### config.mk
export PLATFORM = sky130hd
export DESIGN_NAME = iccm_bank_steer
export DESIGN_NICKNAME = d
export VERILOG_FILES = /design/src/iccm_pkg.sv /design/src/iccm_bank_steer.sv
export SDC_FILE = /design/constraint.sdc
export NUM_CORES = 1
export LEC_CHECK = 0
export ABC_CLOCK_PERIOD_IN_PS = 1700
export BUFFER_PORTS_ARGS = -buffer_cell sky130_fd_sc_hd__buf_2
export CORE_AREA = 2 2 108 110
export DETAILED_ROUTE_END_ITERATION = 10
export DIE_AREA = 0 0 110 112
export PLACE_DENSITY_LB_ADDON = 0.08
export SLEW_MARGIN = 20
export SYNTH_ARGS = -nofsm -noshare
export SYNTH_HDL_FRONTEND = slang
export SYNTH_SLANG_ARGS = --single-unit
### constraint.sdc
create_clock -name vclk -period 1.7
set_input_delay 0.17 -clock vclk [all_inputs]
set_output_delay 0.17 -clock vclk [all_outputs]
set_load 0.02 [all_outputs]
### src/iccm_pkg.sv
`default_nettype none

package iccm_pkg;

   //********************
   // Sizes and address fields
   //********************

   localparam int ICCM_BITS  = 10;
   localparam int NUM_BANKS  = 4;
   localparam int BANK_BITS  = 2;
   localparam int INDEX_BITS = 6;
   localparam int DATA_W     = 32;
   localparam int WORD_W     = 39;
   localparam int NUM_ROWS   = 2;

   // Bank select sits just above the byte-in-word bits
   localparam int BANK_LO  = 2;
   localparam int INDEX_LO = BANK_LO + BANK_BITS;

   //********************
   // Types
   //********************

   typedef logic [ICCM_BITS-1:1]       iccm_addr_t;
   typedef logic [ICCM_BITS-1:BANK_LO] iccm_word_addr_t;
   typedef logic [BANK_BITS-1:0]       bank_sel_t;
   typedef logic [WORD_W-1:0]          bank_word_t;
   typedef bank_word_t [NUM_BANKS-1:0] bank_words_t;
   typedef bank_word_t [NUM_ROWS-1:0]  row_words_t;

   // Even banks use lane lo, odd banks lane hi
   typedef struct packed {
      bank_word_t hi;
      bank_word_t lo;
   } word_pair_t;

   typedef struct packed {
      logic       wren;
      logic       rden;
      logic       is_dword;
      iccm_addr_t addr;
      word_pair_t wr_data;
   } iccm_req_t;

   typedef struct packed {
      logic [2*DATA_W-1:0] rd_data;
      word_pair_t          rd_data_ecc;
   } iccm_rsp_t;

   typedef struct packed {
      logic                  wren;
      logic                  rden;
      logic [INDEX_BITS-1:0] index;
      bank_word_t            wdata;
   } bank_ctrl_t;

   typedef bank_ctrl_t [NUM_BANKS-1:0] bank_ctrl_vec_t;

   // Row hit per bank, outer index is the row
   typedef logic [NUM_ROWS-1:0][NUM_BANKS-1:0] red_sel_t;

   // Halfword address of the second word touched by a request
   function automatic iccm_addr_t incr_addr(input iccm_req_t req);
      logic step;
      step = req.rden | (req.wren & req.is_dword);
      return req.addr + iccm_addr_t'({step, 1'b0});
   endfunction

endpackage

`default_nettype wire

### src/iccm_bank_steer.sv
`default_nettype none

module iccm_bank_steer (
   input  iccm_pkg::iccm_req_t      req,
   output iccm_pkg::bank_ctrl_vec_t bank_ctrl
);

   iccm_pkg::iccm_addr_t             addr_inc;
   logic [iccm_pkg::NUM_BANKS-1:0]   hit_base;
   logic [iccm_pkg::NUM_BANKS-1:0]   hit_inc;

   // Second word for reads and doubleword writes, same word otherwise
   assign addr_inc = iccm_pkg::incr_addr(req);

   //********************
   // Per bank decode
   //********************

   always_comb begin
      for (int i = 0; i < iccm_pkg::NUM_BANKS; i++) begin
         hit_base[i] = (req.addr[iccm_pkg::INDEX_LO-1:iccm_pkg::BANK_LO]
                        == i[iccm_pkg::BANK_BITS-1:0]);
         hit_inc[i]  = (addr_inc[iccm_pkg::INDEX_LO-1:iccm_pkg::BANK_LO]
                        == i[iccm_pkg::BANK_BITS-1:0]);

         bank_ctrl[i].wren = req.wren & (hit_base[i] | hit_inc[i]);
         bank_ctrl[i].rden = req.rden & (hit_base[i] | hit_inc[i]);

         // Base address wins, the incremented one only lands in a different bank
         if (hit_base[i]) begin
            bank_ctrl[i].index = req.addr[iccm_pkg::ICCM_BITS-1:iccm_pkg::INDEX_LO];
         end else begin
            bank_ctrl[i].index = addr_inc[iccm_pkg::ICCM_BITS-1:iccm_pkg::INDEX_LO];
         end

         // Lane by bank parity
         if (i[0]) begin
            bank_ctrl[i].wdata = req.wr_data.hi;
         end else begin
            bank_ctrl[i].wdata = req.wr_data.lo;
         end
      end
   end

endmodule

`default_nettype wire

==> qor.csv <==
stage;metric;value;unit
outcome;status;completed;
timing;Final Hold Viols;0;
die;width of the chip;110;µm
die;Ports;278;
die;starting density of the core;15.3;%
synthesis;post-synthesis sequential area ratio;0;%
synthesis;synth top area cells;buf_4, xor2_1, xnor2_1;
power;Pwr per Cell Area;295;nW/µm²
synthesis;top post-synthesis cells by count;buf_4, xor2_1, nor2_1;
route;drt via density;2.89;
route;drt pass-1 iters;2;
cells_and_area;area of the multi-input gates;537;µm²
timing;fin crit period;1.59;ns
timing;Slew @ Worst Pin;0.382;ns
cells_and_area;Net count, final;221;
setup_path;CP Data Arrival Time;1.42;ns
setup_path;crit start category;input pin;
synthesis;Mapped Cells;234;
power;Leak Pwr;0.456;nW
place;placed inst area;985;µm²
place;Port Buffers;43;
timing;RSZ-0062 raised after global routing;true;
die;die area;12300;µm²
cells_and_area;Design Area, Final;1030;µm²
timing;fin. max-slew vios;0;
timing;Slew headroom;74.5;%
setup_path;Worst Path Required;1.53;ns
cells_and_area;clkbuf count;0;
synthesis;synth warn;0;
place;post-detail-place hpwl;3350;µm
global_route;Tot GR Track Use;5.67;%
global_route;total grt overflow;0;
timing;final hold slack;0.340;ns
cells_and_area;Filler Cell Count;1308;
timing;setup TNS;0;ns
cells_and_area;Sequential cell area;0;µm²
global_route;antenna violations before repair;0;
place;pre-CTS setup slack;-0.0261;ns
synthesis;post-synthesis net count;326;
power;maximum VDD drop;0.0821;mV
timing;FMAX;0.630;GHz
setup_path;Worst Path Max Fanout;4;
synthesis;area leader, netlist;buf_4;
place;Placer Congestion;0.611;
setup_path;Setup CP Type;in2out;
synthesis;Post-Syn Area per Cell;7.30;µm²
global_route;largest net degree at the start of global routing;10;
flow_run;# Max-Cap Violations;0;
synthesis;Synth Cell Area;1710;µm²
cells_and_area;Seq cells;0;
synthesis;top cell type's share of synthesized area;70.3;%
cells_and_area;ant diodes;0;
timing;fin worst setup slack;0.112;ns
die;total core area;11200;µm²
route;Wirelength per Cell;14.3;µm
worst_hold_path;worst min-delay path class;in2out;
die;Cell Rows;39;
global_route;global-route wire length before repair;5240;µm
route;Vias;780;
synthesis;number of distinct library cells after synthesis;20;
route;1st-iter DRT viols;20;
clock_tree;cts hold-fix bufs;0;
route;Antenna Nets Post-Route;0;
global_route;vias in the first global route;834;
die;Die H;112;µm
timing;Setup-failing EPs final;0;
timing;final worst-path cycle share;93.4;%
synthesis;most frequent cell after synthesis;buf_4;
cells_and_area;synthesis-to-finish area growth;-39.5;%
setup_path;Worst setup EP type;output pin;
cells_and_area;fraction of layout cells with a size suffix above 1;52.0;%
route;final wirelength;3870;µm
route;Remaining DRCs;0;
clock_tree;# Post-CTS Setup Buffers;0;
==> worst max-delay path: stages <==
cell and delay [ns]:
buf_2 0.09, a21o_1 0.21, ha_4 0.18, ha_4 0.28, o21ai_1 0.07, buf_4 0.13
and2_1 0.14, buf_2 0.15
==> logic make-up after synthesis <==
kind of cell               share of synthesized area (%)
xor gates and xnor gates                            12.3
buffers and inverters                               71.4
adders and majority gates                           1.46
and+or+nand+nor                                     12.7
AOI/OAI and AO/OA                                   2.12
==> power by group <==
group	internal, mW	switching, mW
sequential	0	0
combinational	0.119	0.186
clock	0	0
total	0.119	0.186
==> layout make-up <==
type / count / share of cell area [%]
Multi-Input combinational cell: 70 / 51.9
Timing Repair Buffer: 56 / 30.5
Tap cell: 143 / 17.3
Inverter: 1 / 0.363
==> path summary, 6_finish.rpt <==
path,from,endpoint,slack [ns],cells after the start
worst max-delay path,req[87],bank_ctrl[93],0.11,8
worst min-delay path,req[58],bank_ctrl[160],0.34,0
==> routing by layer <==
layer / vias up / wire (µm) / track usage [%]
met5: - / 0 / 0
met4: 0 / 168 / 2.78
met3: 33 / 582 / 2.28
met2: 79 / 1820 / 9.69
met1: 318 / 1300 / 5.91
li1: 350 / - / -
==> placed cells by master, fill, tap and decap left out <==
cell type,count
o22ai_1,1
ha_4,2
nor2_1,8
o21ai_1,1
and2_1,7
buf_2,42
nand3_4,1
buf_4,14
nor2b_1,5
inv_1,1
nand4_1,2
xor2_1,18
a21oi_1,1
nand2_1,3
nand3_1,2
nor2_2,1
a21o_1,2
nor3_1,1
o21ai_0,1
nor3_2,6
nand2b_1,2
xnor2_1,6
==> stage by stage <==
stage / total power [mW] / std cells / utilization, %
2_1_floorplan: 0.715 / 234 / -
3_3_place_gp: 0.301 / 270 / 8.81
3_5_place_dp: 0.300 / 270 / 8.81
4_1_cts: 0.308 / 270 / 8.97
5_1_grt: 0.333 / 270 / 9.26
6_report: 0.305 / 270 / 9.26
==> timing repair <==
action | in CTS | in global routing
resized for setup | 3 | 7
setup endpoints to repair | 6 | 14
endpoints found under the hold margin | 0 | 0
gates cloned | 0 | 0
(Power assumes the default switching activity.)
