===== src/iccm_pkg.sv =====
`default_nettype none

package iccm_pkg;

   //********************
   // Sizes and address fields
   //********************

   localparam int ICCM_BITS  = 10;
   localparam int NUM_BANKS  = 4;
   localparam int BANK_BITS  = 2;
   localparam int INDEX_BITS = 6;
   localparam int DATA_W     = 32;
   localparam int WORD_W     = 39;
   localparam int NUM_ROWS   = 2;

   // Bank select sits just above the byte-in-word bits
   localparam int BANK_LO  = 2;
   localparam int INDEX_LO = BANK_LO + BANK_BITS;

   //********************
   // Types
   //********************

   typedef logic [ICCM_BITS-1:1]       iccm_addr_t;
   typedef logic [ICCM_BITS-1:BANK_LO] iccm_word_addr_t;
   typedef logic [BANK_BITS-1:0]       bank_sel_t;
   typedef logic [WORD_W-1:0]          bank_word_t;
   typedef bank_word_t [NUM_BANKS-1:0] bank_words_t;
   typedef bank_word_t [NUM_ROWS-1:0]  row_words_t;

   // Even banks use lane lo, odd banks lane hi
   typedef struct packed {
      bank_word_t hi;
      bank_word_t lo;
   } word_pair_t;

   typedef struct packed {
      logic       wren;
      logic       rden;
      logic       is_dword;
      iccm_addr_t addr;
      word_pair_t wr_data;
   } iccm_req_t;

   typedef struct packed {
      logic [2*DATA_W-1:0] rd_data;
      word_pair_t          rd_data_ecc;
   } iccm_rsp_t;

   typedef struct packed {
      logic                  wren;
      logic                  rden;
      logic [INDEX_BITS-1:0] index;
      bank_word_t            wdata;
   } bank_ctrl_t;

   typedef bank_ctrl_t [NUM_BANKS-1:0] bank_ctrl_vec_t;

   // Row hit per bank, outer index is the row
   typedef logic [NUM_ROWS-1:0][NUM_BANKS-1:0] red_sel_t;

   // Halfword address of the second word touched by a request
   function automatic iccm_addr_t incr_addr(input iccm_req_t req);
      logic step;
      step = req.rden | (req.wren & req.is_dword);
      return req.addr + iccm_addr_t'({step, 1'b0});
   endfunction

endpackage

`default_nettype wire


===== src/iccm_redundancy.sv =====
`default_nettype none

module iccm_redundancy (
   input  logic                  clk,
   input  logic                  rst_n,
   input  iccm_pkg::iccm_req_t   req,
   input  logic                  buf_correct_ecc,
   input  logic                  correction_state,
   output iccm_pkg::red_sel_t    sel_q,
   output iccm_pkg::row_words_t  row_data
);

   iccm_pkg::iccm_addr_t                              addr_inc;
   iccm_pkg::iccm_word_addr_t                         w0;
   iccm_pkg::iccm_word_addr_t                         w1;
   iccm_pkg::iccm_word_addr_t [iccm_pkg::NUM_ROWS-1:0] row_addr;
   logic [iccm_pkg::NUM_ROWS-1:0]                     row_valid;
   logic [iccm_pkg::NUM_ROWS-1:0]                     match;
   logic [iccm_pkg::NUM_ROWS-1:0]                     hit;
   logic [iccm_pkg::NUM_ROWS-1:0]                     fill;
   logic [iccm_pkg::NUM_ROWS-1:0]                     upd;
   iccm_pkg::row_words_t                              data_in;
   iccm_pkg::red_sel_t                                sel;
   logic                                              lru;
   logic                                              lru_en;
   logic                                              lru_in;

   assign addr_inc = iccm_pkg::incr_addr(req);
   assign w0       = req.addr[iccm_pkg::ICCM_BITS-1:iccm_pkg::BANK_LO];
   assign w1       = addr_inc[iccm_pkg::ICCM_BITS-1:iccm_pkg::BANK_LO];

   //********************
   // Address match
   //********************

   always_comb begin
      for (int r = 0; r < iccm_pkg::NUM_ROWS; r++) begin
         // For a word write w1 equals w0
         match[r] = row_valid[r] & ((row_addr[r] == w0) | (row_addr[r] == w1));
         hit[r]   = req.rden & match[r];
         upd[r]   = req.wren & match[r];
         fill[r]  = buf_correct_ecc & (lru == r[0]);

         // Lane picked by the parity of the bank the row belongs to
         if (fill[r] ? w0[iccm_pkg::BANK_LO] : row_addr[r][iccm_pkg::BANK_LO]) begin
            data_in[r] = req.wr_data.hi;
         end else begin
            data_in[r] = req.wr_data.lo;
         end

         for (int i = 0; i < iccm_pkg::NUM_BANKS; i++) begin
            sel[r][i] = hit[r] & (row_addr[r][iccm_pkg::INDEX_LO-1:iccm_pkg::BANK_LO]
                                  == i[iccm_pkg::BANK_BITS-1:0]);
         end
      end
   end

   // Correction toggles, a hit under correction points away from the hit row
   assign lru_en = buf_correct_ecc | (correction_state & (|hit));
   assign lru_in = buf_correct_ecc ? ~lru : ~hit[1];

   //********************
   // Row state
   //********************

   always_ff @(posedge clk) begin
      if (!rst_n) begin
         row_valid <= '0;
         lru       <= 1'b0;
         sel_q     <= '0;
      end else begin
         for (int r = 0; r < iccm_pkg::NUM_ROWS; r++) begin
            if (fill[r]) begin
               row_valid[r] <= 1'b1;
            end
         end
         if (lru_en) begin
            lru <= lru_in;
         end
         sel_q <= sel;
      end
   end

   always_ff @(posedge clk) begin
      for (int r = 0; r < iccm_pkg::NUM_ROWS; r++) begin
         if (fill[r]) begin
            row_addr[r] <= w0;
         end
         if (fill[r] | upd[r]) begin
            row_data[r] <= data_in[r];
         end
      end
   end

endmodule

`default_nettype wire


===== config.mk =====
export PLATFORM = sky130hd
export DESIGN_NAME = iccm_redundancy
export DESIGN_NICKNAME = d
export VERILOG_FILES = /design/src/iccm_pkg.sv /design/src/iccm_redundancy.sv
export SDC_FILE = /design/constraint.sdc
export NUM_CORES = 1
export LEC_CHECK = 0
export BUFFER_PORTS_ARGS = -buffer_cell sky130_fd_sc_hd__buf_2
export CELL_PAD_IN_SITES_DETAIL_PLACEMENT = 1
export CELL_PAD_IN_SITES_GLOBAL_PLACEMENT = 1
export CORE_MARGIN = 4
export CORE_UTILIZATION = 39
export CTS_CLUSTER_DIAMETER = 80
export DETAILED_ROUTE_END_ITERATION = 8
export PLACE_DENSITY = 0.89
export SLEW_MARGIN = 20
export SYNTH_ARGS = -nofsm -noshare
export SYNTH_HDL_FRONTEND = slang
export SYNTH_SLANG_ARGS = --single-unit

===== constraint.sdc =====
create_clock -name clk -period 6.57 [get_ports clk]
set_input_delay 0.9855 -clock clk [delete_from_list [all_inputs] [get_ports clk]]
set_output_delay 0.9855 -clock clk [all_outputs]
set_load 0.1 [all_outputs]

==> flow_summary.json <==
{
  "drive_gt1_share_pct": 58.7,
  "port_buffers": 178,
  "yosysWarnings": 0,
  "dr_total_vias": 3284,
  "async_reset_ff_share_pct": 0,
  "syn-cell-area_um2": 4800,
  "outcome": "complete, no violations",
  "max-vdd-ir-drop_uv": 182,
  "maxClockFrequency_mhz": 287,
  "post-route-min-period_ns": 3.48,
  "synth_area_leader_cell": "edfxtp_1",
  "holdWs_ns": 0.542,
  "synth_seq_area_share_pct": 63.4,
  "ys_types": 44,
  "final_common_cell": "buf_2",
  "nets": 580,
  "dieArea_um2": 14100,
  "ant_nets": 0,
  "worstHoldStart": "row_valid[1]$_SDFFE_PN0P_",
  "holdBufCountCts": 0,
  "cp_max_fo": 39,
  "wl_met1_um": 4920,
  "placed_area_um2": 5850,
  "switchingPower_uw": 550,
  "syn_nets": 403,
  "worst_clock_skew_ns": 0.00844,
  "r2r_end": "row_data[24]$_DFFE_PP_",
  "numCtsBuffers": 9,
  "chipHeight_um": 119,
  "clock-sinks": 105,
  "pwr-share-seq_pct": 44.7,
  "synth_edf_count": 94,
  "register_area_um2": 3040,
  "clkLatencyLatePin_ns": 0.35,
  "final_cell_mix": "buf_2, edfxtp_1, mux2_2",
  "grt_first_pass_wirelength_um": 20400,
  "wl_met3_um": 1160,
  "period_share_pct": 53.0,
  "worstSetupPathType": "in -> reg",
  "grt_max_degree": 40,
  "first_pass_iters": 4,
  "synthCells": 307,
  "gp_congestion": 0.806,
  "critPathBufInv": 2,
  "worstHoldPathCells": 2,
  "synth.area.top_cells": "edfxtp_1, mux2_2, dfxtp_1",
  "fin_area_um2": 6170,
  "ios": 180,
  "fill_cells": 1281,
  "end_kind": "flop",
  "root_buffer": "clkbuf_16",
  "area_growth_syn_to_layout_pct": 28.5,
  "num_rows": 40,
  "routed_wl_um": 13200,
  "worstMarginPinSlew_ns": 0.577,
  "grt_antenna_before_repair": 0,
  "h-tree-depth": 3,
  "crit_start": "req[79]",
  "hold_violations": 0,
  "clockBufferDepth": 2,
  "rsz0062_at_grt": "no",
  "antenna_cells": 0,
  "maxSlewHeadroom_pct": 61.6,
  "drv_slew": 0,
  "cp_slowest_cell": "buf_4",
  "wire_per_inst_um": 20.8,
  "highest-signal-layer": "met4",
  "cts_tree": "built",
  "crit_top_cell": "ha_1",
  "hold_end": "sel_q[7]$_SDFF_PN0_",
  "drc": 0,
  "pwr-share-clk_pct": 32.6,
  "crit_path_cell_trace": "buf_2 -> ha_1 -> ha_1 -> nor3b_1 -> a211oi_1 -> o32a_1 -> nor3_1 -> a21oi_2 -> o21ai_4 -> buf_4",
  "multi_input_area_um2": 1690,
  "cp_top_family": "compound AO/OA/AOI/OAI gates",
  "first_iter_violations": 161,
  "p_int_uw": 1210,
  "ctsResizeCount": 0,
  "netlist.area_leader.share_pct": 58.8,
  "setup_viol": 0,
  "die_w_um": 119,
  "max_stage_delay_ns": 0.48,
  "fin_tns_setup_ns": 0,
  "cts_setup_buffers": 0,
  "vias_per_cell": 5.16,
  "hold_class": "reg -> reg",
  "route.met2.wl_um": 6800,
  "synth-seq-cells": 105,
  "core_region_area_um2": 12000,
  "cp.required_ns": 6.55,
  "synth.avg_cell_area_um2": 15.6,
  "grt_remaining_overflow": 0,
  "synthFlopType": "edfxtp_1",
  "grt_pass1_vias": 3723,
  "start_kind": "primary input",
  "switching_share_pct": 31.2,
  "maxCapViolCount": 0,
  "rr_startpoint": "row_addr[0]$_DFFE_PP_",
  "grt_usage_pct": 18.9,
  "finish.utilization_pct": 51.4,
  "arrival_ns": 3.47,
  "power_density_nw_per_um2": 286,
  "combPwrFrac_pct": 22.6,
  "initial_core_util_pct": 40.0,
  "r2r_setup_slack_ns": 3.99,
  "clk_pin_slew_ns": 0.07,
  "power_leakage_uw": 0.00240,
  "reg2reg_depth": 6,
  "dp_hpwl_um": 9690
}
[synthesized netlist by cell type (2+ instances only)]
cell      instances
nor2b_1           3
dfxtp_1          11
buf_6             4
nor2_1           11
nor4_1            3
nand2_1           6
mux2_2           78
nor3_1            2
o21ai_0           3
inv_1             3
o21a_1            3
nand4_1           5
a21oi_1           2
nand3_1           8
xor2_1            6
clkbuf_1          2
mux2i_1           3
nand4b_1          5
edfxtp_1         94
buf_2             9
a21o_1            2
ha_1              2
xnor2_1          20
o31ai_2           2
[tightest hold or removal path: stages (launching register included)]
cell and delay [ns]:
dfxtp_1 0.37, nand4_1 0.09, nor2_1 0.04
[layout make-up]
cell class / instances / share of cell area [%]
tap: 147 / 2.98
clock buffer: 10 / 3.71
clock inverter: 6 / 1.44
multi-input combinational: 182 / 27.3
inverter: 3 / 0.183
sequential: 105 / 49.3
timing repair buffer: 183 / 15.0
[cell families (layout without fill, tap and decap cells)]
family,count (synthesis),in the layout,synth area share (%)
AO/OA/AOI/OAI,21,21,3.54
XOR/XNOR,27,27,5.08
adder cells (fa/ha/maj),2,2,0.521
buffers and inverters,20,202,2.50
flip-flops,105,105,63.4
multiplexers,81,81,18.9
AND/OR/NAND/NOR,51,51,6.05
[worst max-delay path by stage]
stage                                   endpoint  slack (ns)  depth (start not counted)
final                     row_data[63]$_DFFE_PP_        3.09                         10
after floorplan           row_data[39]$_DFFE_PP_        0.83                         10
after CTS                 row_data[62]$_DFFE_PP_        3.07                         10
after global routing      row_data[62]$_DFFE_PP_        2.94                         10
after global placement    row_data[57]$_DFFE_PP_        2.83                         11
after detailed placement  row_data[65]$_DFFE_PP_        2.72                         10
[state kept, by name, indices dropped and copies added (netlist names)]
signal / count
row_data: 78
row_addr: 16
sel_q: 8
row_valid: 2
lru: 1
[through the flow]
stage | instances | total power, uW | setup slack, ns
floorplan | 307 | 1110 | 0.826
global placement | 620 | 1190 | 2.83
detailed placement | 620 | 1200 | 2.72
finish | 636 | 1760 | 3.09
global route | 636 | 1830 | 2.94
CTS | 636 | 1790 | 3.07
[power by group through the flow]
stage	sequential (uW)	combinational (uW)	clock [uW]
after floorplan	1000	111	0
after global placement	800	390	0
after detailed placement	803	401	0
after CTS	788	403	597
after global routing	791	418	621
final	788	399	575
[layer usage]
metal / global-route usage, % / up-vias
li1: - / 1526
met1: 20.0 / 1613
met2: 32.7 / 124
met3: 7.88 / 21
met4: 8.47 / 0
met5: 0 / -
Power figures use the tool's default switching activity.
