File: src/iccm_pkg.sv
`default_nettype none

package iccm_pkg;

   //********************
   // Sizes and address fields
   //********************

   localparam int ICCM_BITS  = 10;
   localparam int NUM_BANKS  = 4;
   localparam int BANK_BITS  = 2;
   localparam int INDEX_BITS = 6;
   localparam int DATA_W     = 32;
   localparam int WORD_W     = 39;
   localparam int NUM_ROWS   = 2;

   // Bank select sits just above the byte-in-word bits
   localparam int BANK_LO  = 2;
   localparam int INDEX_LO = BANK_LO + BANK_BITS;

   //********************
   // Types
   //********************

   typedef logic [ICCM_BITS-1:1]       iccm_addr_t;
   typedef logic [ICCM_BITS-1:BANK_LO] iccm_word_addr_t;
   typedef logic [BANK_BITS-1:0]       bank_sel_t;
   typedef logic [WORD_W-1:0]          bank_word_t;
   typedef bank_word_t [NUM_BANKS-1:0] bank_words_t;
   typedef bank_word_t [NUM_ROWS-1:0]  row_words_t;

   // Even banks use lane lo, odd banks lane hi
   typedef struct packed {
      bank_word_t hi;
      bank_word_t lo;
   } word_pair_t;

   typedef struct packed {
      logic       wren;
      logic       rden;
      logic       is_dword;
      iccm_addr_t addr;
      word_pair_t wr_data;
   } iccm_req_t;

   typedef struct packed {
      logic [2*DATA_W-1:0] rd_data;
      word_pair_t          rd_data_ecc;
   } iccm_rsp_t;

   typedef struct packed {
      logic                  wren;
      logic                  rden;
      logic [INDEX_BITS-1:0] index;
      bank_word_t            wdata;
   } bank_ctrl_t;

   typedef bank_ctrl_t [NUM_BANKS-1:0] bank_ctrl_vec_t;

   // Row hit per bank, outer index is the row
   typedef logic [NUM_ROWS-1:0][NUM_BANKS-1:0] red_sel_t;

   // Halfword address of the second word touched by a request
   function automatic iccm_addr_t incr_addr(input iccm_req_t req);
      logic step;
      step = req.rden | (req.wren & req.is_dword);
      return req.addr + iccm_addr_t'({step, 1'b0});
   endfunction

endpackage

`default_nettype wire

File: src/iccm_read_align.sv
`default_nettype none

module iccm_read_align (
   input  logic                  clk,
   input  logic                  rst_n,
   input  iccm_pkg::iccm_req_t   req,
   input  iccm_pkg::bank_words_t bank_rdata,
   input  iccm_pkg::red_sel_t    sel_q,
   input  iccm_pkg::row_words_t  row_data,
   output iccm_pkg::iccm_rsp_t   rsp,
   output logic                  rd_valid
);

   iccm_pkg::iccm_addr_t              addr_inc;
   iccm_pkg::bank_sel_t               b0_q;
   iccm_pkg::bank_sel_t               b1_q;
   logic                              hw_q;
   iccm_pkg::bank_words_t             word_fn;
   iccm_pkg::bank_word_t              w0;
   iccm_pkg::bank_word_t              w1;
   logic [2*iccm_pkg::DATA_W-1:0]     rd_pre;

   assign addr_inc = iccm_pkg::incr_addr(req);

   always_ff @(posedge clk) begin
      if (!rst_n) begin
         rd_valid <= 1'b0;
      end else begin
         rd_valid <= req.rden;
      end
   end

   // Bank numbers of W0 and W1 plus the halfword bit
   always_ff @(posedge clk) begin
      if (req.rden) begin
         b0_q <= req.addr[iccm_pkg::INDEX_LO-1:iccm_pkg::BANK_LO];
         b1_q <= addr_inc[iccm_pkg::INDEX_LO-1:iccm_pkg::BANK_LO];
         hw_q <= req.addr[1];
      end
   end

   //********************
   // Substitute and align
   //********************

   // Row 1 has priority when both rows cover the same word
   always_comb begin
      for (int i = 0; i < iccm_pkg::NUM_BANKS; i++) begin
         if (sel_q[1][i]) begin
            word_fn[i] = row_data[1];
         end else if (sel_q[0][i]) begin
            word_fn[i] = row_data[0];
         end else begin
            word_fn[i] = bank_rdata[i];
         end
      end
   end

   assign w0     = word_fn[b0_q];
   assign w1     = word_fn[b1_q];
   assign rd_pre = {w1[iccm_pkg::DATA_W-1:0], w0[iccm_pkg::DATA_W-1:0]};

   // Odd halfword shifts zeros into the top 16 bits
   assign rsp.rd_data = hw_q ? {{(iccm_pkg::DATA_W/2){1'b0}},
                                rd_pre[2*iccm_pkg::DATA_W-1:iccm_pkg::DATA_W/2]}
                             : rd_pre;

   assign rsp.rd_data_ecc.hi = w1;
   assign rsp.rd_data_ecc.lo = w0;

endmodule

`default_nettype wire

File: config.mk
export PLATFORM = sky130hd
export DESIGN_NAME = iccm_read_align
export DESIGN_NICKNAME = d
export VERILOG_FILES = /design/src/iccm_pkg.sv /design/src/iccm_read_align.sv
export SDC_FILE = /design/constraint.sdc
export NUM_CORES = 1
export LEC_CHECK = 0
export ABC_AREA = 0
export ABC_CLOCK_PERIOD_IN_PS = 3440
export BUFFER_PORTS_ARGS = -buffer_cell sky130_fd_sc_hd__buf_2
export CAP_MARGIN = 20
export CORE_AREA = 2 2 186 188
export CTS_CLUSTER_DIAMETER = 60
export DETAILED_ROUTE_END_ITERATION = 10
export DIE_AREA = 0 0 188 190
export GPL_TIMING_DRIVEN = 0
export SLEW_MARGIN = 10
export SYNTH_ARGS = -nofsm -noshare
export SYNTH_HDL_FRONTEND = slang
export SYNTH_SLANG_ARGS = --single-unit
File: constraint.sdc
create_clock -name clk -period 3.44 [get_ports clk]
set_input_delay 0.344 -clock clk [delete_from_list [all_inputs] [get_ports clk]]
set_output_delay 0.344 -clock clk [all_outputs]
set_load 0.05 [all_outputs]
==> results.env, run 1 <==
MAXSLEWVIOLCOUNT=0
CLOCKROOTBUFFER='clkbuf_16'
WORSTSETUPENDPOINT='rsp[137]'
SYNTH_SEQ_CELLS=6
SYNTH-WARNING-COUNT=0
HOLD_BUFFERS=0
NUMBER_OF_PLACED_INSTANCES_TAPS_INCLUDED=1752
CTS_TREE='done'
WORST_PATH_MAXIMUM_FANOUT=10
CP.DEPTH=6
DRTANTENNAVIOLNETS=0
SETUP_SLACK_NS=0.160
FINALCRITICALPERIOD_NS=3.28
FINALSETUPTNS_NS=0
DRV.MAX_CAP_VIOLATION_COUNT=0
ROUTED_WIRE_LENGTH_PER_INSTANCE_UM=28.9
SYNTH_FP_NETS=1245
DRC=0
SYN_TO_FINAL_GROWTH_PCT=31.2
SYNTH.YOSYS.SEQ_AREA_SHARE_PCT=2.05
HOLD_VIOLATIONS=0
CTS_NUM_SINKS=6
ROUTE.VIAS.TOTAL=10200
TIMING.CRITICAL_PATH.TO_TYPE='output port'
HOLD-PATH-CELL-COUNT=1
VIAS_IN_THE_FIRST_GLOBAL_ROUTE=10000
TIMING.SETUP.CRITICAL_PATH_CLASS='reg -> out'
FIRST_PASS_GRT_WIRE_LENGTH_UM=70500
CLOCKBUFFERDEPTH=2
CTS-BUFFERS-INSERTED=3
WORST_SETUP_PATH_STARTPOINT='hw_q'
CRIT_PATH_START_KIND='flop'
CP.BUFFERS_INVERTERS=5
DRTITER0DRC=880
SETUP_VIOL_COUNT_FINAL=0
FINALNETCOUNT=1637
BUFFER_PORTS.INSERTED=387
FINAL_DESIGN_AREA_NO_FILL_UM2=10900
RESULT_OF_THE_RUN='finished clean'
WORST_PIN_SLEW_NS=1.02
WORST_SETUP_HOLD_PATH_CLK_SLEW_NS=0.03
DPL_CELL_AREA_UM2=10800
POST-ROUTE-PERIOD-UTIL_PCT=95.4
INITIAL_UTILIZATION_PCT=24.4
CORE-AREA_UM2=33900
DETAILED_PLACE_HPWL_UM=41800
NUM_ROWS=68
GRT-OVFL-TOTAL=0
YS.FLOP_TYPE='edfxtp_1'
WORST_SLEW_MARGIN_REL_PCT=31.8
CELLPOWERDENSITY_nW_PER_UM2=348
IRDROPWORSTVDD_uV=206
TOP_CELL_BY_COUNT_WORST_PATH='clkbuf_1'
FIN_CELLS=1758
DRTPASS1ITERATIONS=7
ASYNC_FLOP_SHARE_PCT=0
MAX_FREQ_GHz=0.305
GRT_MAX_DEGREE=11
GLOBALPLACE.CONGESTION=0.981
CTS_REPAIR_RESIZED_INSTS=0
NUM-FILL-CELLS=3677
YOSYSUNIQUECELLTYPES=44
FINAL_COMMON_CELL='buf_2'
FINALWIRELENGTH_UM=50800
CTS.HTREE.LEVELS=1
TIMING.CRITICAL_PATH.SLOWEST_STAGE_CELL='clkbuf_1'
FINAL_UTIL_PCT=32.1
CRITICAL-PATH-TOP-DELAY-FAMILY='buffers and inverters'
ANTENNA_FOUND_INITIAL=5
CPPEAKSTAGEDELAY_NS=0.65
DIE_HEIGHT_UM=190
SYN_AREA_PER_CELL_UM2=9.12
LEAKAGEPOWER_nW=5.05
FINAL_LAYOUT_SIZE_SUFFIX_GT1_SHARE_PCT=50.1
NUMBER_OF_CELLS_PRODUCED_BY_SYNTHESIS=910
CTS_SETUP_BUFFERS=0
VIASPERCELL=5.78
GRT_SETUP_UNREPAIRED='false'
DIE-WIDTH_UM=188
CP.ARRIVAL_NS=2.94
HP-CLASS='in -> reg'
GR_UTIL_ALL_LAYERS_PCT=27.0
CRIT_CHAIN='clkbuf_1 -> inv_2 -> clkbuf_1 -> clkbuf_1 -> o211a_1 -> buf_2'
FIN_HOLD_WS_NS=0.289
SYNTH_EDF_COUNT=5
SYNTH_AREA_UM2=8300
WORSTHOLDSTART='req[78]'
DESIGN_POWER_TOTAL_mW=3.79
DIE_AREA_UM2=35700
PLACEMENT.SETUP.WORST_SLACK_NS=0.466
CRITICAL_PATH_REQUIRED_NS=3.10
LAYOUT_COMMON_CELLS='415 x buf_2, 148 x mux2i_1, 104 x mux2_2'
IOPINCOUNT=477
cell type report:
class	instances	area, um^2	share of cell area (%)
tap	455	569	5.23
sequential	6	170	1.56
inverter	44	165	1.52
timing repair buffer	387	1940	17.8
antenna	2	5.00	0.0460
multi-input combinational	762	7380	67.8
buffer	98	581	5.33
clock buffer	4	78.8	0.724
where the power goes:
part	switching [mW]	internal, mW
clock network	0.0417	0.154
registers	0.00611	0.0867
logic	2.44	1.06
total	2.49	1.30
cell families (layout without fill, tap and decap cells):
family          after synthesis  count (layout)  share of synthesized area [%]
xor+xnor                      1               1                          0.106
buf+inv                     142             533                           8.99
flops                         6               6                           2.05
fa+ha+maj                     1               1                          0.151
other cells                   0               2                              0
simple gates                145             145                           9.64
mux                         354             354                           56.5
compound gates              261             261                           22.5
synthesized netlist by cell type (3+ instances only):
library cell	n	area, um^2
clkbuf_1	36	135
buf_6	18	203
mux4_2	67	1510
edfxtp_1	5	150
buf_4	7	52.6
nor2b_1	13	81.3
o31ai_1	6	45.0
o21ai_0	80	400
and4_1	4	35.0
and2_1	7	43.8
o22a_1	4	35.0
mux2_1	5	56.3
a211oi_2	3	37.5
and2_4	3	26.3
o22ai_1	8	50.1
a21oi_1	4	20.0
inv_1	40	150
mux2_4	19	285
or4_1	4	30.0
o211ai_1	52	390
mux4_1	3	78.8
nand2_1	45	169
buf_2	28	140
o211a_1	24	240
nor3_1	12	60.1
o221ai_1	36	315
o21ai_1	8	40.0
nand2b_1	56	350
a211o_1	12	105
o21a_1	20	150
mux2i_1	148	1480
mux2_2	104	1170
buf_1	8	30.0
mux2i_2	8	110
registers in the layout (all words and copies together) (netlist names):
signal / flops
b0_q: 2
b1_q: 2
hw_q: 1
rd_valid: 1
routing by layer:
layer | track usage, % | wire, um | vias to the layer above
met5 | 0 | 9 | -
met2 | 44.1 | 23000 | 684
li1 | - | - | 4393
met1 | 36.5 | 21700 | 4958
met4 | 8.24 | 1850 | 2
met3 | 4.39 | 4290 | 116
worst min path at each step:
stage,endpoint,slack [ns]
6_report,hw_q,0.29
5_1_grt,hw_q,0.30
4_1_cts,hw_q,0.29
3_5_place_dp,hw_q,0.52
3_3_place_gp,hw_q,0.52
2_1_floorplan,b0_q[0],0.44
Power figures use the tool's default switching activity.
==> run 2: changes to the inputs <==
ABC_CLOCK_PERIOD_IN_PS = 3500   (was 3440)
BUFFER_PORTS_ARGS = -buffer_cell sky130_fd_sc_hd__buf_4   (was -buffer_cell sky130_fd_sc_hd__buf_2)
clock period = 3.5 ns   (was 3.44 ns; I/O delays follow)
==> results.env, run 2 (synthesis gave the netlist of run 1 again) <==
GRT_UTIL_MET3_PCT=5.42
NUM_ROWS=68
CRITICAL_PATH_REQUIRED_NS=3.15
GRT-OVFL-TOTAL=0
LEAKAGEPOWER_nW=5.38
WORST_PIN_SLEW_NS=1.02
TIMING.CRITICAL_PATH.TO_TYPE='output port'
VIASPERCELL=5.71
GRT_MAX_DEGREE=11
LAYER_WITH_THE_HIGHEST_USAGE_AFTER_GLOBAL_ROUTING='met2'
CORE-AREA_UM2=33900
CTS_TREE='done'
GLOBALPLACE.CONGESTION=0.950
CTS-BUFFERS-INSERTED=3
POST-ROUTE-PERIOD-UTIL_PCT=94.9
FIRST_PASS_GRT_WIRE_LENGTH_UM=70600
GR_UTIL_ALL_LAYERS_PCT=27.1
WORST_SLEW_MARGIN_REL_PCT=32.0
DRTANTENNAVIOLNETS=0
RESULT_OF_THE_RUN='finished clean'
GRT.MET2_USAGE_PCT=44.1
TIMING.HOLD.WORST_ENDPOINT='hw_q'
ROUTED_WIRE_LENGTH_PER_INSTANCE_UM=29.2
ROUTE.VIAS.TOTAL=10000
CTS.HTREE.LEVELS=1
BUFFER_PORTS.INSERTED=387
WORST_PATH_MAXIMUM_FANOUT=10
DRTPASS1ITERATIONS=6
FINAL_LAYOUT_SIZE_SUFFIX_GT1_SHARE_PCT=50.1
CLOCKROOTBUFFER='clkbuf_16'
ANTENNA_FOUND_INITIAL=2
CTS_SETUP_BUFFERS=0
FINAL_COMMON_CELL='buf_4'
CELLPOWERDENSITY_nW_PER_UM2=338
SETUP_VIOL_COUNT_FINAL=0
DETAILED_PLACE_HPWL_UM=42000
DRTITER0DRC=998
INITIAL_UTILIZATION_PCT=24.4
DRC=0
DIE_AREA_UM2=35700
NUM-FILL-CELLS=3544
DIE-WIDTH_UM=188
IOPINCOUNT=477
WORSTHOLDSTART='req[78]'
FINALWIRELENGTH_UM=51300
CRIT_PATH_START_KIND='flop'
WORST_SETUP_HOLD_PATH_CLK_SLEW_NS=0.03
CTS_NUM_SINKS=6
MAX_FREQ_GHz=0.301
WORST_SETUP_PATH_STARTPOINT='hw_q'
DRV.MAX_CAP_VIOLATION_COUNT=0
FINALNETCOUNT=1637
CLOCKBUFFERDEPTH=2
HP-CLASS='in -> reg'
DESIGN_POWER_TOTAL_mW=4.01
VIAS_IN_THE_FIRST_GLOBAL_ROUTE=10100
GRT_USE_MET1_PCT=35.6
IRDROPWORSTVDD_uV=220
CP.ARRIVAL_NS=2.97
HOLD_BUFFERS=0
HOLD-PATH-CELL-COUNT=1
TIMING.SETUP.CRITICAL_PATH_CLASS='reg -> out'
FINALCRITICALPERIOD_NS=3.32
DIE_HEIGHT_UM=190
SYN_TO_FINAL_GROWTH_PCT=42.9
LAYOUT_COMMON_CELLS='394 x buf_4, 148 x mux2i_1, 104 x mux2_2'
FINALSETUPTNS_NS=0
CTS_REPAIR_RESIZED_INSTS=0
GRT_SETUP_UNREPAIRED='false'
HOLD_VIOLATIONS=0
TOP_REGS='b0_q (2), b1_q (2)'
MAXSLEWVIOLCOUNT=0
run 2: cell counts in the layout (fill, tap and decap cells not counted):
No cell type changed its count.
run 2: metal layers:
metal	routed length [um]	share of wire, %
met2	23400	46
met1	21700	42
met4	1890	3.7
met3	4310	8.4
met5	52	0.10
run 2: power breakdown:
part	internal [mW]	leakage [nW]	switching [mW]
clock	0.151	0.0382	0.0420
sequential	0.0852	0.0573	0.00671
combinational	1.30	5.28	2.42
run 2: layout make-up:
cell class	instances	area (um^2)	area share (%)
Antenna cell	2	5.00	0.0422
Tap cell	455	569	4.80
Buffer	98	581	4.90
Clock buffer	4	78.8	0.665
Multi-Input combinational cell	762	7380	62.3
Timing Repair Buffer	387	2910	24.5
Inverter	44	165	1.39
Sequential cell	6	170	1.44
run 2: worst max-delay path, stage by stage (launching register included):
cell and delay, ns:
edfxtp_1 0.31, clkbuf_1 0.48, inv_2 0.19, nand2_1 0.31, clkbuf_1 0.76, o221ai_1 0.39
buf_4 0.29
run 2: how the worst max path moves through the flow:
stage                          end  depth (start not counted)
final                     rsp[100]                          6
after global routing      rsp[100]                          6
after CTS                 rsp[134]                          6
after detailed placement  rsp[134]                          6
after global placement    rsp[134]                          6
after floorplan           rsp[103]                          5
run 2: metrics by stage:
stage | instances | utilization [%] | hold slack [ns] | worst slack, ns | area (um^2)
after floorplan | 910 | - | 0.449 | 0.852 | 8300
after global placement | 1752 | 34.7 | 0.530 | 0.480 | 11800
after detailed placement | 1752 | 34.7 | 0.532 | 0.500 | 11800
after CTS | 1756 | 34.9 | 0.298 | 0.251 | 11900
after global routing | 1758 | 34.9 | 0.299 | 0.192 | 11900
final | 1758 | 34.9 | 0.300 | 0.177 | 11900
